$ cat src/cpuPkg.sv
// shared widths and ALU opcodes for the single-bus datapath
package cpuPkg;

  // bus and register width
  localparam int DataWidth = 32;

  // general register count, R0 through R15
  localparam int NumRegs = 16;

  // ALU opcode width
  localparam int OpWidth = 5;

  // constant field in the low bits of IR, sign-extended onto the bus
  localparam int ConstWidth = 19;

  // ALU opcodes, unlisted values give zero
  localparam logic [OpWidth-1:0] OpAnd = 5'd1;  // Y and bus
  localparam logic [OpWidth-1:0] OpOr  = 5'd2;  // Y or bus
  localparam logic [OpWidth-1:0] OpAdd = 5'd3;  // Y plus bus
  localparam logic [OpWidth-1:0] OpSub = 5'd4;  // Y minus bus
  localparam logic [OpWidth-1:0] OpShr = 5'd5;  // logical right shift of Y
  localparam logic [OpWidth-1:0] OpShl = 5'd6;  // logical left shift of Y
  localparam logic [OpWidth-1:0] OpMul = 5'd7;  // signed 64-bit product
  localparam logic [OpWidth-1:0] OpNeg = 5'd8;  // two's complement of bus
  localparam logic [OpWidth-1:0] OpNot = 5'd9;  // bitwise invert of bus

endpackage

$ cat src/regFile.sv
// sixteen general registers loaded from the shared bus by one-hot enables
`timescale 1ns/1ps

module regFile (
  input  logic                                          Clock,
  input  logic                                          rst,
  input  logic [cpuPkg::NumRegs-1:0]                    regIn,    // one-hot load enables
  input  logic [cpuPkg::DataWidth-1:0]                  busData,
  output logic [cpuPkg::NumRegs*cpuPkg::DataWidth-1:0]  regData   // R0 in the low word
);

  logic [cpuPkg::DataWidth-1:0] regs [cpuPkg::NumRegs];

  // each register watches its own enable bit
  always_ff @(posedge Clock) begin
    if (rst) begin
      for (int i = 0; i < cpuPkg::NumRegs; i++) begin
        regs[i] <= '0;
      end
    end else begin
      for (int i = 0; i < cpuPkg::NumRegs; i++) begin
        if (regIn[i]) begin
          regs[i] <= busData;  // bus sampled at the edge
        end
      end
    end
  end

  // flatten the array so the bus multiplexer sees one wide vector
  genvar g;
  generate
    for (g = 0; g < cpuPkg::NumRegs; g++) begin : genFlatten
      assign regData[g*cpuPkg::DataWidth +: cpuPkg::DataWidth] = regs[g];
    end
  endgenerate

endmodule

$ cat config.mk
export PLATFORM = sky130hd
export DESIGN_NAME = regFile
export DESIGN_NICKNAME = d
export VERILOG_FILES = /design/src/cpuPkg.sv /design/src/regFile.sv
export SDC_FILE = /design/constraint.sdc
export NUM_CORES = 1
export LEC_CHECK = 0
export BUFFER_PORTS_ARGS = -buffer_cell sky130_fd_sc_hd__buf_4
export CORE_AREA = 3 3 216 218
export CTS_BUF_LIST = sky130_fd_sc_hd__clkbuf_8
export DETAILED_ROUTE_END_ITERATION = 10
export DIE_AREA = 0 0 219 221
export GPL_TIMING_DRIVEN = 0
export HOLD_SLACK_MARGIN = 0.15
export PLACE_DENSITY = 0.67
export REMOVE_ABC_BUFFERS = 1
export SETUP_SLACK_MARGIN = 0.2
export SLEW_MARGIN = 0
export SYNTH_ARGS = -nofsm -noshare
export SYNTH_HDL_FRONTEND = slang
export SYNTH_SLANG_ARGS = --single-unit
$ cat constraint.sdc
create_clock -name Clock -period 3.5 [get_ports Clock]
set_input_delay 0.875 -clock Clock [delete_from_list [all_inputs] [get_ports Clock]]
set_output_delay 0.875 -clock Clock [all_outputs]
set_load 0.005 [all_outputs]
==> summary.txt <==
Route
  – Drt pass-1 iters: 5
  – DRT iter0 DRCs: 669
  – Drc violations: 0
  – Via count: 11,200
  – Antenna Nets Post-Route: 0
  – Ratio of routed vias to standard cells: 5.11
  – DR WL/cell: 26.8 um
  – Final wirelength: 58.7 mm

Clocking
  – Postcts setup bufs: 0
  – Root Driver: clkbuf_8
  – Post-cts sizing count: 0
  – Clk buf depth: 3
  – TritonCTS Sinks: 512
  – TritonCTS Buffers: 81
  – Hold-fix buffers, CTS: 0
  – H-tree Lvls: 3
  – Worst-path clk slew: 0.07 ns
  – CTS tree: yes

Timing
  – Worst Max-Slew Pin Slew: 1.20 ns
  – Final Hold Viols: 0
  – Pins over their slew limit: 0
  – Final WS setup: 0.946 ns
  – Min Hold Slack: 0.634 ns
  – Max Fclk: 391 MHz
  – RSZ-0062 raised after global routing: no
  – Tmin final: 2.55 ns
  – Period utilisation layout: 73.0%
  – Max-Slew Margin vs Limit: 19.9%
  – Final Setup Violations: 0

Power
  – Leak: 11.5 nW
  – Cell Pwr Density: 550 mW/mm^2
  – Worst vdd ir: 0.363 mV

Placement
  – PortBufs: 561
  – DPL Wire Length: 36.4 mm
  – Placed Cells incl. Taps: 2,043
  – Pre-CTS WS: 0.357 ns
  – Placed inst area: 0.0235 sq mm
  – Gp weighted congestion: 0.780

Synthesis
  – Syn. warnings: 0
  – Top-area cell type share of the netlist area: 81.3%
  – Synthesized instance count: 982
  – Share of synthesized registers carrying an async set or reset: 0%
  – Synth cell count leaders: 512 x edfxtp_1, 320 x and3b_1, 67 x clkbuf_1
  – Register area share after synthesis: 81.3%
  – Mapped cell area: 0.0189 sq mm
  – Synth top area cells: edfxtp_1 81%, and3b_1 15%, clkbuf_1 1.3%, nor2b_1 1.1%, buf_2 0.90%
  – Top_reg_cell synth: edfxtp_1
  – Dominant cell type by area after synthesis: edfxtp_1
  – Top-count cell post-synth: edfxtp_1
  – Synth cell types: 7
  – Yosys reg bits: 512
  – Post-synth EDFFs: 512
  – Average size of a mapped cell: 19.3 sq um

Hold path
  – Worst min path class: input pin to register

Job
  – Max-cap viol count: 0

Cells and area
  – Largest register FFs: 512
  – Largest Register: regs
  – Fillcell total: 3,582
  – Nets@finish: 1,576
  – Layout area overhead: 32.1%
  – Non-Filler Instances: 2,190
  – Finished layout cell area: 0.0250 sq mm
  – Register area: 0.0154 sq mm
  – Area of the multi-input gates: 0.00310 sq mm
  – Regs by FF count: regs x512
  – Fraction of layout instances using a drive strength above 1: 42.8%
  – Final core utilization: 55.4%

Global routing
  – First-pass GRT wire length: 82.2 mm
  – GRT Total Usage: 23.7%
  – Vias in the first global route: 11,200
  – Pin count of the biggest net entering global routing: 156
  – Initial antenna violation count: 2
  – Gr ovfl total: 0

Die
  – Chip width: 219 um
  – Die H: 221 um
  – Number of top-level pins: 562
  – Starting Density: 41.9%
  – Site Rows: 78
  – Core area: 0.0451 sq mm
  – Die area: 0.0484 sq mm

Critical path
  – Arr. time, crit path: 2.80 ns
  – Crit path kind: input pin to register
  – Startpoint Class: input pin
  – Critical Path RT: 3.75 ns
  – Critical path capture point type: register
  – Worst Path Max Fanout: 155

Outcome
  – Status: completed
## per-layer routing
metal	global-route usage [%]	wire length (um)	vias up
met5	0	0	-
met4	10.5	2310	0
met3	7.18	5470	110
met2	38.9	28600	571
met1	29.0	22300	5651
li1	-	-	4858
## layout make-up
class | count | area share, %
Clock buffer | 83 | 4.57
Sequential cell | 512 | 61.6
Tap cell | 600 | 3.01
Antenna cell | 4 | 0.0401
Multi-Input combinational cell | 368 | 12.4
Clock inverter | 60 | 1.29
Timing Repair Buffer | 563 | 17.1
## cells in the final DEF, fill, tap and decap left out
cell	count
buf_4	560
edfxtp_1	512
and3b_1	320
clkbuf_8	83
nor2b_1	32
clkinv_1	25
inv_1	18
or2_2	16
clkinv_2	8
diode_2	4
clkinvlp_4	4
inv_8	2
bufinv_16	2
buf_16	2
clkinv_4	1
buf_8	1
## metrics by stage
step,setup TNS (ns),power (mW)
floorplan,0,7.89
CTS,0,13.9
finish,0,13.7
global placement,-631.50,9.15
detailed placement,0,9.17
global route,0,14.2
## path summary, 6_finish.rpt
path,cells after the start,end,slack (ns),start
worst max-delay path,3,regs[0][218],0.95,rst
worst min-delay path,2,regs[1][46],0.63,busData[14]
## power breakdown
group | internal [mW] | total [mW] | leakage (nW) | switching, mW
Clock | 2.36 | 4.71 | 0.808 | 2.35
Combinational | 0.749 | 1.55 | 5.20 | 0.799
Sequential | 7.33 | 7.48 | 5.47 | 0.153
Total | 10.4 | 13.7 | 11.5 | 3.30
## kinds of logic (layout without fill, tap and decap cells)
logic type,count (synthesis),count (layout),share of synthesized area [%]
simple gates,368,368,16.4
other cells,0,4,0
flops,512,512,81.3
buf+inv,102,706,2.26
## critical path: stages
cell    delay [ns]
buf_8         0.30
buf_16        0.37
or2_2         1.02
Power figures use the tool's default switching activity.
