--- src/cpuPkg.sv ---
// shared widths and ALU opcodes for the single-bus datapath
package cpuPkg;

  // bus and register width
  localparam int DataWidth = 32;

  // general register count, R0 through R15
  localparam int NumRegs = 16;

  // ALU opcode width
  localparam int OpWidth = 5;

  // constant field in the low bits of IR, sign-extended onto the bus
  localparam int ConstWidth = 19;

  // ALU opcodes, unlisted values give zero
  localparam logic [OpWidth-1:0] OpAnd = 5'd1;  // Y and bus
  localparam logic [OpWidth-1:0] OpOr  = 5'd2;  // Y or bus
  localparam logic [OpWidth-1:0] OpAdd = 5'd3;  // Y plus bus
  localparam logic [OpWidth-1:0] OpSub = 5'd4;  // Y minus bus
  localparam logic [OpWidth-1:0] OpShr = 5'd5;  // logical right shift of Y
  localparam logic [OpWidth-1:0] OpShl = 5'd6;  // logical left shift of Y
  localparam logic [OpWidth-1:0] OpMul = 5'd7;  // signed 64-bit product
  localparam logic [OpWidth-1:0] OpNeg = 5'd8;  // two's complement of bus
  localparam logic [OpWidth-1:0] OpNot = 5'd9;  // bitwise invert of bus

endpackage

--- src/specialRegs.sv ---
// PC, IR, MAR, MDR, HI, LO, inport and outport registers of the datapath
`timescale 1ns/1ps

module specialRegs (
  input  logic                          Clock,
  input  logic                          rst,
  input  logic                          pcIn,
  input  logic                          irIn,
  input  logic                          marIn,
  input  logic                          mdrIn,
  input  logic                          hiIn,
  input  logic                          loIn,
  input  logic                          inportIn,
  input  logic                          outportIn,
  input  logic                          read,         // MDR takes memory data when high
  input  logic [cpuPkg::DataWidth-1:0]  busData,
  input  logic [cpuPkg::DataWidth-1:0]  mdrMemIn,
  input  logic [cpuPkg::DataWidth-1:0]  inportData,
  output logic [cpuPkg::DataWidth-1:0]  pcValue,
  output logic [cpuPkg::DataWidth-1:0]  mdrValue,
  output logic [cpuPkg::DataWidth-1:0]  hiValue,
  output logic [cpuPkg::DataWidth-1:0]  loValue,
  output logic [cpuPkg::DataWidth-1:0]  inportValue,
  output logic [cpuPkg::DataWidth-1:0]  constValue,   // sign-extended IR constant
  output logic [cpuPkg::DataWidth-1:0]  memAddr,
  output logic [cpuPkg::DataWidth-1:0]  outportData
);

  logic [cpuPkg::DataWidth-1:0] pcReg;
  logic [cpuPkg::DataWidth-1:0] irReg;
  logic [cpuPkg::DataWidth-1:0] marReg;
  logic [cpuPkg::DataWidth-1:0] mdrReg;
  logic [cpuPkg::DataWidth-1:0] hiReg;
  logic [cpuPkg::DataWidth-1:0] loReg;
  logic [cpuPkg::DataWidth-1:0] inportReg;
  logic [cpuPkg::DataWidth-1:0] outportReg;
  logic [cpuPkg::DataWidth-1:0] mdrNext;

  assign mdrNext = read ? mdrMemIn : busData;  // memory read or bus write-back

  always_ff @(posedge Clock) begin
    if (rst) begin
      pcReg      <= '0;
      irReg      <= '0;
      marReg     <= '0;
      mdrReg     <= '0;
      hiReg      <= '0;
      loReg      <= '0;
      inportReg  <= '0;
      outportReg <= '0;
    end else begin
      if (pcIn)      pcReg      <= busData;
      if (irIn)      irReg      <= busData;
      if (marIn)     marReg     <= busData;
      if (mdrIn)     mdrReg     <= mdrNext;
      if (hiIn)      hiReg      <= busData;
      if (loIn)      loReg      <= busData;
      if (inportIn)  inportReg  <= inportData;  // external input, not the bus
      if (outportIn) outportReg <= busData;
    end
  end

  // the constant field is the only part of IR decoded here
  assign constValue = {{(cpuPkg::DataWidth - cpuPkg::ConstWidth){irReg[cpuPkg::ConstWidth-1]}},
                       irReg[cpuPkg::ConstWidth-1:0]};

  assign pcValue     = pcReg;
  assign mdrValue    = mdrReg;
  assign hiValue     = hiReg;
  assign loValue     = loReg;
  assign inportValue = inportReg;
  assign memAddr     = marReg;      // address lines to memory
  assign outportData = outportReg;  // external output pins

endmodule

--- config.mk ---
export PLATFORM = sky130hd
export DESIGN_NAME = specialRegs
export DESIGN_NICKNAME = d
export VERILOG_FILES = /design/src/cpuPkg.sv /design/src/specialRegs.sv
export SDC_FILE = /design/constraint.sdc
export NUM_CORES = 1
export LEC_CHECK = 0
export BUFFER_PORTS_ARGS = -buffer_cell sky130_fd_sc_hd__buf_2
export CAP_MARGIN = 20
export CORE_MARGIN = 10
export CORE_UTILIZATION = 52
export DETAILED_ROUTE_END_ITERATION = 12
export GPL_ROUTABILITY_DRIVEN = 0
export PLACE_DENSITY = 0.95
export SYNTH_ARGS = -nofsm -noshare
export SYNTH_HDL_FRONTEND = slang
export SYNTH_SLANG_ARGS = --single-unit
--- constraint.sdc ---
create_clock -name Clock -period 1.2 [get_ports Clock]
set_input_delay 0.12 -clock Clock [delete_from_list [all_inputs] [get_ports Clock]]
set_output_delay 0.12 -clock Clock [all_outputs]
set_load 0.005 [all_outputs]
==> run_results.csv <==
group,metric,value,unit
timing,whs,16.8,ps
critical_path,r2r-end,"mdrValue[15]$_SDFFE_PP0P_",
yosys,ys_warn_count,0,
grt,grt.total_usage,29.3,%
critical_path,worstPathMaxFanout,1,
worst_hold_path,holdPathStages,3,
yosys,synthSimpleGateAreaFrac,10.2,%
clock_tree,clockBufferDepth,3,
drt,route.detailed.drc,0,
cells_and_area,layout_commonest_cell,"buf_2",
clock_tree,cts_tree,"done",
yosys,synth.avg_cell_area,10.7,sq um
worst_hold_path,hold_end,"outportData[8]$_SDFFE_PP0P_",
grt,grt_first_pass_wirelength,52.3,mm
drt,viasPerCell,5.56,
timing,period_minus_slack,1220,ps
die,ios,363,
clock_tree,clock_latency,500,ps
die,core,0.0168,sq mm
timing,setup_violations,1,
grt,grt_max_degree,87,
pwr,power.density,1630,mW/mm^2
cells_and_area,mostFrequentLayoutCells,"buf_2, mux2i_1, nor2_1",
timing,report.final.hold_viol_count,0,
critical_path,crit_type,"in2reg",
die,num_rows,47,
yosys,syn_area,0.00896,sq mm
grt,grt-ovfl-total,0,
pwr,ir_drop,1.35,mV
timing,slew_viol_final,0,
critical_path,reg2reg_from,"mdrValue[15]$_SDFFE_PP0P_",
timing,post-route-period-util,101,%
clock_tree,cts-root-buf,"clkbuf_16",
cells_and_area,final_layout_size_suffix_gt1_share,33.4,%
drt,num_vias,8294,
critical_path,critPathRequiredTime,1640,ps
yosys,synth_area_leader_cell,"dfxtp_1",
die,fp.dieArea,0.0229,sq mm
die,start_util,53.5,%
yosys,synth_adder_area_share,0,%
run_status,status,"finished, violations left",
cells_and_area,fin_cells,1492,
yosys,synth_nets,945,
grt,grt_pass1_vias,8873,
critical_path,worst_path_most_repeated_cell,"dlygate4sd3_1",
yosys,ys_ff_latch,243,
run_status,violations,"setup timing",
die,die_w,151,um
timing,fmax,823,MHz
clock_tree,htreeDepth,1,
worst_hold_path,hold_start,"busData[8]",
critical_path,cpPeakStageDelay,570,ps
grt,antenna_found_initial,1,
cells_and_area,finalNetCount,1359,
timing,finClkSkew,0,ps
placement,dp_cells,1358,
critical_path,critPathCaptureType,"flop",
yosys,synth.yosys.seq_area_share,54.3,%
critical_path,r2r_slack,340,ps
critical_path,cp_slowest_cell,"dlygate4sd3_1",
timing,slew_headroom,75.1,%
timing,rsz0062_at_grt,"yes",
yosys,synthDistinctLibCells,10,
cells_and_area,final_area,0.0127,sq mm
cells_and_area,filler_cell_count,936,
clock_tree,cts_inserted_buffers,25,
critical_path,critPathArrivalTime,1650,ps
yosys,synth_area_leaders,"dfxtp_1, mux2i_1, nor2_1",
placement,dpl-instance-area,0.0108,sq mm
drt,ant_nets,0,
clock_tree,post_cts_buffers,0,
yosys,yosysTopAreaCellShare,54.3,%
yosys,synth_top_family_by_area,"multiplexers",
clock_tree,clk_pin_slew_worst_paths,70,ps
timing,worst_pin_slew,373,ps
critical_path,reg2regPathDepth,2,
pwr,power_leakage,6.59,nW
timing,fin_ws,-15.4,ps
drt,finalWirelength,35.5,mm
placement,io_buffers,362,
placement,preCtsSetupSlack,79.1,ps
critical_path,cp_cell_sequence,"dlygate4sd3_1 -> buf_2 -> mux2i_1 -> dlygate4sd3_1 -> a211oi_1",
job,drv_cap,0,
drt,wl_per_cell,23.8,um
pwr,totalPowerFinal,0.0206,W
drt,first_pass_iters,4,
yosys,synth-compound-area-share,2.68,%
placement,post-dp-hpwl,20.8,mm
drt,drt_iter0_markers,525,
worst_hold_path,hold_path.class,"in2reg",
yosys,syn_inst,838,
cells_and_area,synthToLayoutAreaGrowth,41.5,%
clock_tree,clock_sinks,243,
yosys,synthMuxAreaShare,27.1,%
critical_path,critPathLaunchType,"input port",
die,die_height,151,um
yosys,synth_xor_area_share,0,%
per-layer routing:
| metal | global-route usage [%] | vias to the layer above | routed length (um) | share of wire [%] |
|---|---|---|---|---|
| li1 | - | 3626 | - | - |
| met1 | 30.0 | 3909 | 11700 | 33 |
| met2 | 51.8 | 601 | 17900 | 50 |
| met3 | 8.56 | 158 | 3890 | 11 |
| met4 | 17.5 | 0 | 2090 | 5.9 |
| met5 | 0 | - | 0 | 0 |
logic make-up after synthesis:
family | count (synthesis)
AOI/OAI and AO/OA | 32
muxes | 243
and+or+nand+nor | 243
buffers and inverters | 77
DFF | 243
cells in the mapped netlist:
library cell,instances
a211oi_1,32
buf_1,1
buf_12,3
buf_2,30
buf_4,32
buf_6,2
clkbuf_1,9
dfxtp_1,243
mux2i_1,243
nor2_1,243
flip-flops by register name, indices dropped and copies added (netlist names):
name and cells:
pcValue 32, outportData 32, inportValue 32, loValue 32, mdrValue 32, hiValue 32, irReg 19, memAddr 32
layout make-up:
| type | count | area [sq um] | share of cell area (%) |
|---|---|---|---|
| Multi-Input combinational cell | 518 | 3580 | 28.3 |
| Clock buffer | 32 | 712 | 5.62 |
| Tap cell | 220 | 275 | 2.17 |
| Antenna cell | 1 | 2.50 | 0.0197 |
| Timing Repair Buffer | 464 | 2980 | 23.5 |
| Sequential cell | 243 | 4870 | 38.4 |
| Clock inverter | 14 | 256 | 2.02 |
per-stage QoR:
step           setup TNS (ps)  utilization (%)
5_1_grt                 -57.8             75.6
4_1_cts                     0             75.6
3_5_place_dp                0             64.6
6_report                -15.4             75.6
3_3_place_gp                0             64.6
2_1_floorplan               0                -
worst max-delay path: cells and delay by family:
| family | cells | cell delay [ps] |
|---|---|---|
| AO/OA/AOI/OAI | 1 | 230 |
| buffers and inverters | 3 | 1250 |
| multiplexers | 1 | 50 |
worst max path at each step:
stage | start | endpoint | slack [ps] | cells past startpoint
finish | mdrMemIn[25] | mdrValue[25]$_SDFFE_PP0P_ | -20 | 5
global route | irReg[18]$_SDFFE_PP0P_ | constValue[26] | -10 | 1
CTS | irReg[18]$_SDFFE_PP0P_ | constValue[30] | 20 | 1
detailed placement | read | mdrValue[22]$_SDFFE_PP0P_ | 80 | 4
global placement | read | mdrValue[28]$_SDFFE_PP0P_ | 160 | 4
floorplan | irReg[18]$_SDFFE_PP0P_ | constValue[19] | 370 | 1
report_power, final:
group          total [W]  internal (W)  leakage [nW]  switching (W)
registers        0.00888       0.00857          2.01       0.000310
logic            0.00268       0.00124          4.12        0.00144
clock network    0.00905       0.00570         0.468        0.00335
total             0.0206        0.0155          6.59        0.00509
repair_timing:
item / in CTS / in global routing
resized for setup: 2 / 1
setup endpoints to repair: 14 / 15
pin swaps: 0 / 0
hold endpoints to repair: 163 / 0
hold buffers: 87 / 0
Power figures use the tool's default switching activity.
