==> src/cpuPkg.sv <==
// shared widths and ALU opcodes for the single-bus datapath
package cpuPkg;

  // bus and register width
  localparam int DataWidth = 32;

  // general register count, R0 through R15
  localparam int NumRegs = 16;

  // ALU opcode width
  localparam int OpWidth = 5;

  // constant field in the low bits of IR, sign-extended onto the bus
  localparam int ConstWidth = 19;

  // ALU opcodes, unlisted values give zero
  localparam logic [OpWidth-1:0] OpAnd = 5'd1;  // Y and bus
  localparam logic [OpWidth-1:0] OpOr  = 5'd2;  // Y or bus
  localparam logic [OpWidth-1:0] OpAdd = 5'd3;  // Y plus bus
  localparam logic [OpWidth-1:0] OpSub = 5'd4;  // Y minus bus
  localparam logic [OpWidth-1:0] OpShr = 5'd5;  // logical right shift of Y
  localparam logic [OpWidth-1:0] OpShl = 5'd6;  // logical left shift of Y
  localparam logic [OpWidth-1:0] OpMul = 5'd7;  // signed 64-bit product
  localparam logic [OpWidth-1:0] OpNeg = 5'd8;  // two's complement of bus
  localparam logic [OpWidth-1:0] OpNot = 5'd9;  // bitwise invert of bus

endpackage

==> src/busMux.sv <==
// fixed-priority bus multiplexer driven by the out strobes
`timescale 1ns/1ps

module busMux (
  input  logic [cpuPkg::NumRegs-1:0]                    regOut,
  input  logic                                          zHiOut,
  input  logic                                          zLoOut,
  input  logic                                          pcOut,
  input  logic                                          mdrOut,
  input  logic                                          hiOut,
  input  logic                                          loOut,
  input  logic                                          inportOut,
  input  logic                                          cOut,
  input  logic [cpuPkg::NumRegs*cpuPkg::DataWidth-1:0]  regData,
  input  logic [cpuPkg::DataWidth-1:0]                  zHi,
  input  logic [cpuPkg::DataWidth-1:0]                  zLo,
  input  logic [cpuPkg::DataWidth-1:0]                  pcValue,
  input  logic [cpuPkg::DataWidth-1:0]                  mdrValue,
  input  logic [cpuPkg::DataWidth-1:0]                  hiValue,
  input  logic [cpuPkg::DataWidth-1:0]                  loValue,
  input  logic [cpuPkg::DataWidth-1:0]                  inportValue,
  input  logic [cpuPkg::DataWidth-1:0]                  constValue,
  output logic [cpuPkg::DataWidth-1:0]                  busData
);

  logic [cpuPkg::DataWidth-1:0] regWord;

  // scan downward so the lowest set index is the one that remains
  always_comb begin
    regWord = '0;
    for (int i = cpuPkg::NumRegs - 1; i >= 0; i--) begin
      if (regOut[i]) begin
        regWord = regData[i*cpuPkg::DataWidth +: cpuPkg::DataWidth];
      end
    end
  end

  always_comb begin
    if (zHiOut) begin
      busData = zHi;
    end else if (zLoOut) begin
      busData = zLo;
    end else if (|regOut) begin
      busData = regWord;      // general registers
    end else if (pcOut) begin
      busData = pcValue;
    end else if (mdrOut) begin
      busData = mdrValue;
    end else if (hiOut) begin
      busData = hiValue;
    end else if (loOut) begin
      busData = loValue;
    end else if (inportOut) begin
      busData = inportValue;
    end else if (cOut) begin
      busData = constValue;
    end else begin
      busData = '0;           // idle bus reads as zero
    end
  end

endmodule

==> config.mk <==
export PLATFORM = sky130hd
export DESIGN_NAME = busMux
export DESIGN_NICKNAME = d
export VERILOG_FILES = /design/src/cpuPkg.sv /design/src/busMux.sv
export SDC_FILE = /design/constraint.sdc
export NUM_CORES = 1
export LEC_CHECK = 0
export CAP_MARGIN = 20
export CORE_AREA = 2 2 320 322
export DETAILED_ROUTE_END_ITERATION = 6
export DIE_AREA = 0 0 322 324
export DONT_BUFFER_PORTS = 1
export SYNTH_ARGS = -nofsm -noshare
export SYNTH_HDL_FRONTEND = slang
export SYNTH_SLANG_ARGS = --single-unit
==> constraint.sdc <==
create_clock -name vclk -period 2.4
set_input_delay 0.24 -clock vclk [all_inputs]
set_output_delay 0.24 -clock vclk [all_outputs]
set_load 0.03 [all_outputs]
==> summary.md <==
| Metric | Value |
|---|---|
| Status | finished, violations left |
| Violations in the final reports | DRC, setup timing |
| RSZ-0062 raised after global routing | yes |
| Final slew viol count | 0 |
| Transition time at the pin with the least slew margin | 824 ps |
| Via density per instance | 4.46 |
| Antenna violations before repair | 81 |
| Starting DRT DRC Count | 1,263 |
| Total power divided by cell area | 189 nW/µm² |
| Peak fanout along the critical path | 9 |
| Maximum vdd drop | 0.0815 mV |
| First-pass GRT wire length | 114 mm |
| Maximum frequency from static timing analysis | 394 MHz |
| Required time of the critical path | 2160 ps |
| Die extent in x | 322 µm |
| Wire length after detailed routing | 97.6 mm |
| Worst setup SP type | primary input |
| Register cell area after layout | 0 µm² |
| Number of top-level pins | 824 |
| Proportion of layout cells with a drive suffix above 1 | 36.4% |
| Fraction of power consumed by sequential logic | 0% |
| DR pass1 iterations | 7 |
| Slowest cell on the critical path | sky130_fd_sc_hd__nor4b_2 |
| Mean post-synth cell area | 6.70 µm² |
| Proportion of power drawn by combinational gates | 100.0% |
| Count of filler cells inserted in the layout | 11.8k |
| Final sequential cell count | 0 |
| Crit path capture type | output port |
| Leakage power | 3.15 nW |
| Cell Area, Synth | 6300 µm² |
| Clock Buffer Count | 0 |
| Clock network fraction of total power | 0% |
| Cell-by-cell listing of the critical path | nor2b_4 -> buf_4 -> buf_6 -> buf_8 -> buf_4 -> a221oi_1 -> o31a_1 -> nor4b_2 -> a211oi_2 -> buf_4 -> a211oi_4 |
| Fin crit share | 106% |
| Worst hold slack after final layout | 852 ps |
| Number of max-cap violations | 0 |
| Min setup slack post-route | -135 ps |
| Switching power total | 1.21 mW |
| Post-layout minimum cycle time | 2540 ps |
| Number of antenna-violating nets in the routed design | 0 |
| Port Buffer Count | 0 |
| Ys Warns | 0 |
| Total GRT Usage | 17.3% |
| Switching fraction of total power | 59.8% |
| Fraction of the yosys area taken by sequential cells | 0% |
| Total number of vias | 10.8k |
| Class of the tightest hold or removal check | primary input to output port |
| Number of remaining DRC errors | 1 |
| Layout area overhead | 69.7% |
| Arrival time reported for the critical path endpoint | 2300 ps |
| Worst hold path stage count | 3 |
| Relative slew margins | 45.1% |
| Core Area | 101,000 µm² |
| Die Ht | 324 µm |
| Cells after Synth | 940 |
| Post-Synthesis Net Count | 1,732 |
| Area used by multi-input combinational logic | 6480 µm² |
| Maximum number of pins on one net before global-route repair | 66 |
| Number of cell rows | 117 |
| Routability cong. | 0.970 |
| Cell repeated most along the worst path | sky130_fd_sc_hd__buf_4 |
| Cell internal power dissipation | 811 µW |
| Delay contributed by the slowest stage of the critical path | 360 ps |
| Final HPWL DP | 87.9 mm |
| Final count of hold timing violations | 0 |
| Number of global-route vias before repair | 9,894 |
| PnR Total Power | 2.02 mW |
| Initial core utilization | 6.24% |
| Final routed wire length divided by cell count | 40.3 µm |
| Overall die area | 104,000 µm² |
| Hold-fix buffers at CTS | 0 |
| Overflow after GRT | 0 |
| Final number of setup-violating endpoints | 16 |
| Fin nets | 1,859 |
| Number of distinct library cells after synthesis | 59 |
| Kind of critical path | primary input to output port |
[worst max-delay path: cells and delay by family]
kind	cells	cell delay (ps)
buffers and inverters	5	640
AO/OA/AOI/OAI	4	870
AND/OR/NAND/NOR	2	520
[layer usage]
layer	global-route usage, %	up-vias	routed length (µm)
li1	-	4302	-
met1	19.8	5160	36900
met2	28.1	1023	44300
met3	7.69	272	11600
met4	6.85	56	4440
met5	0	-	419
[cell families (layout without fill, tap and decap cells)]
kind of cell    count (synthesis)  after routing  share of synthesized area, %
buf+inv                       169            293                          11.6
compound gates                612            612                          73.5
simple gates                  159            160                          14.9
other cells                     0             51                             0
[timing repair]
action	CTS	global route
setup buffers	14	17
setup endpoints to repair	32	32
pin swaps	51	51
gates resized for setup	132	47
gates cloned	0	1
[path summary, 6_finish.rpt]
path / from / end / slack (ps)
worst min-delay path: regOut[4] / busData[12] / 850
worst max-delay path: regOut[15] / busData[18] / -140
[placed cells by master (no fill, tap or decap), types with 8 or more instances in the layout]
cell type / synthesis / routed
sky130_fd_sc_hd__a211oi_1: 14 / 8
sky130_fd_sc_hd__a211oi_2: 20 / 13
sky130_fd_sc_hd__a211oi_4: 0 / 13
sky130_fd_sc_hd__a21oi_1: 97 / 91
sky130_fd_sc_hd__a221o_1: 15 / 15
sky130_fd_sc_hd__a221oi_1: 114 / 94
sky130_fd_sc_hd__a221oi_2: 7 / 18
sky130_fd_sc_hd__a221oi_4: 0 / 9
sky130_fd_sc_hd__a22o_1: 15 / 15
sky130_fd_sc_hd__a22oi_1: 30 / 26
sky130_fd_sc_hd__buf_12: 0 / 20
sky130_fd_sc_hd__buf_4: 4 / 192
sky130_fd_sc_hd__buf_6: 4 / 31
sky130_fd_sc_hd__diode_2: 0 / 51
sky130_fd_sc_hd__inv_1: 42 / 42
sky130_fd_sc_hd__nand2_1: 35 / 35
sky130_fd_sc_hd__nor2_1: 16 / 14
sky130_fd_sc_hd__nor2b_1: 45 / 41
sky130_fd_sc_hd__nor3_1: 20 / 18
sky130_fd_sc_hd__o211ai_1: 11 / 11
sky130_fd_sc_hd__o21a_1: 8 / 8
sky130_fd_sc_hd__o21ai_0: 50 / 50
sky130_fd_sc_hd__o221ai_1: 41 / 37
sky130_fd_sc_hd__o22a_1: 13 / 13
sky130_fd_sc_hd__o22ai_1: 86 / 81
sky130_fd_sc_hd__o31a_1: 17 / 17
sky130_fd_sc_hd__o31ai_1: 28 / 27
[cell usage after synthesis, types with 3 or more instances]
cell type,count,area share (%)
sky130_fd_sc_hd__o2bb2ai_1,4,0.56
sky130_fd_sc_hd__a211oi_1,14,1.7
sky130_fd_sc_hd__buf_6,4,0.71
sky130_fd_sc_hd__a22oi_1,30,3.6
sky130_fd_sc_hd__a21boi_0,3,0.36
sky130_fd_sc_hd__nor2b_1,45,4.5
sky130_fd_sc_hd__buf_2,32,2.5
sky130_fd_sc_hd__o31a_1,17,2.4
sky130_fd_sc_hd__a2111oi_0,5,0.69
sky130_fd_sc_hd__or2_1,5,0.50
sky130_fd_sc_hd__a2111oi_2,7,1.7
sky130_fd_sc_hd__nor2_1,16,0.95
sky130_fd_sc_hd__a221oi_1,114,16
sky130_fd_sc_hd__inv_1,42,2.5
sky130_fd_sc_hd__nand2_1,35,2.1
sky130_fd_sc_hd__clkbuf_1,78,4.6
sky130_fd_sc_hd__nand2b_1,5,0.50
sky130_fd_sc_hd__o22ai_1,86,8.5
sky130_fd_sc_hd__o21a_1,8,0.95
sky130_fd_sc_hd__nor4b_1,3,0.42
sky130_fd_sc_hd__a221o_1,15,2.4
sky130_fd_sc_hd__nand3_1,6,0.48
sky130_fd_sc_hd__buf_4,4,0.48
sky130_fd_sc_hd__o31ai_1,28,3.3
sky130_fd_sc_hd__a211oi_2,20,4.0
sky130_fd_sc_hd__o211ai_1,11,1.3
sky130_fd_sc_hd__a21oi_1,97,7.7
sky130_fd_sc_hd__buf_1,6,0.36
sky130_fd_sc_hd__o2111ai_1,4,0.56
sky130_fd_sc_hd__a221oi_2,7,1.7
sky130_fd_sc_hd__nor4b_2,10,2.4
sky130_fd_sc_hd__o221ai_1,41,5.7
sky130_fd_sc_hd__a222oi_1,3,0.48
sky130_fd_sc_hd__a22o_1,15,2.1
sky130_fd_sc_hd__nor3_1,20,1.6
sky130_fd_sc_hd__o21ai_1,9,0.71
sky130_fd_sc_hd__o22a_1,13,1.8
sky130_fd_sc_hd__o21ai_0,50,4.0
[stage by stage]
stage / setup slack (ps) / cells / TNS (ps) / util, % / area [µm²]
finish: -135 / 2425 / -1240 / 10.6 / 10700
global route: -219 / 2400 / -2410 / 10.5 / 10600
CTS: -226 / 2364 / -1520 / 10.1 / 10200
detailed placement: -671 / 2354 / -10060 / 9.31 / 9410
global placement: -1040 / 2351 / -10670 / 9.29 / 9380
floorplan: 46.5 / 940 / 0 / - / 6310
[final cells by class]
class / count / area share (%)
Antenna cell: 51 / 1.19
Timing Repair Buffer: 249 / 21.3
Inverter: 44 / 1.56
Tap cell: 1309 / 15.3
Multi-Input combinational cell: 772 / 60.6
[power by group through the flow]
stage | sequential [mW] | combinational (mW) | clock, mW
6_report | 0 | 2.02 | 0.00000264
2_1_floorplan | 0 | 0.934 | 0
3_5_place_dp | 0 | 1.84 | 0
5_1_grt | 0 | 2.13 | 0.00000146
3_3_place_gp | 0 | 1.83 | 0
4_1_cts | 0 | 2.00 | 0
(Power assumes the default switching activity.)
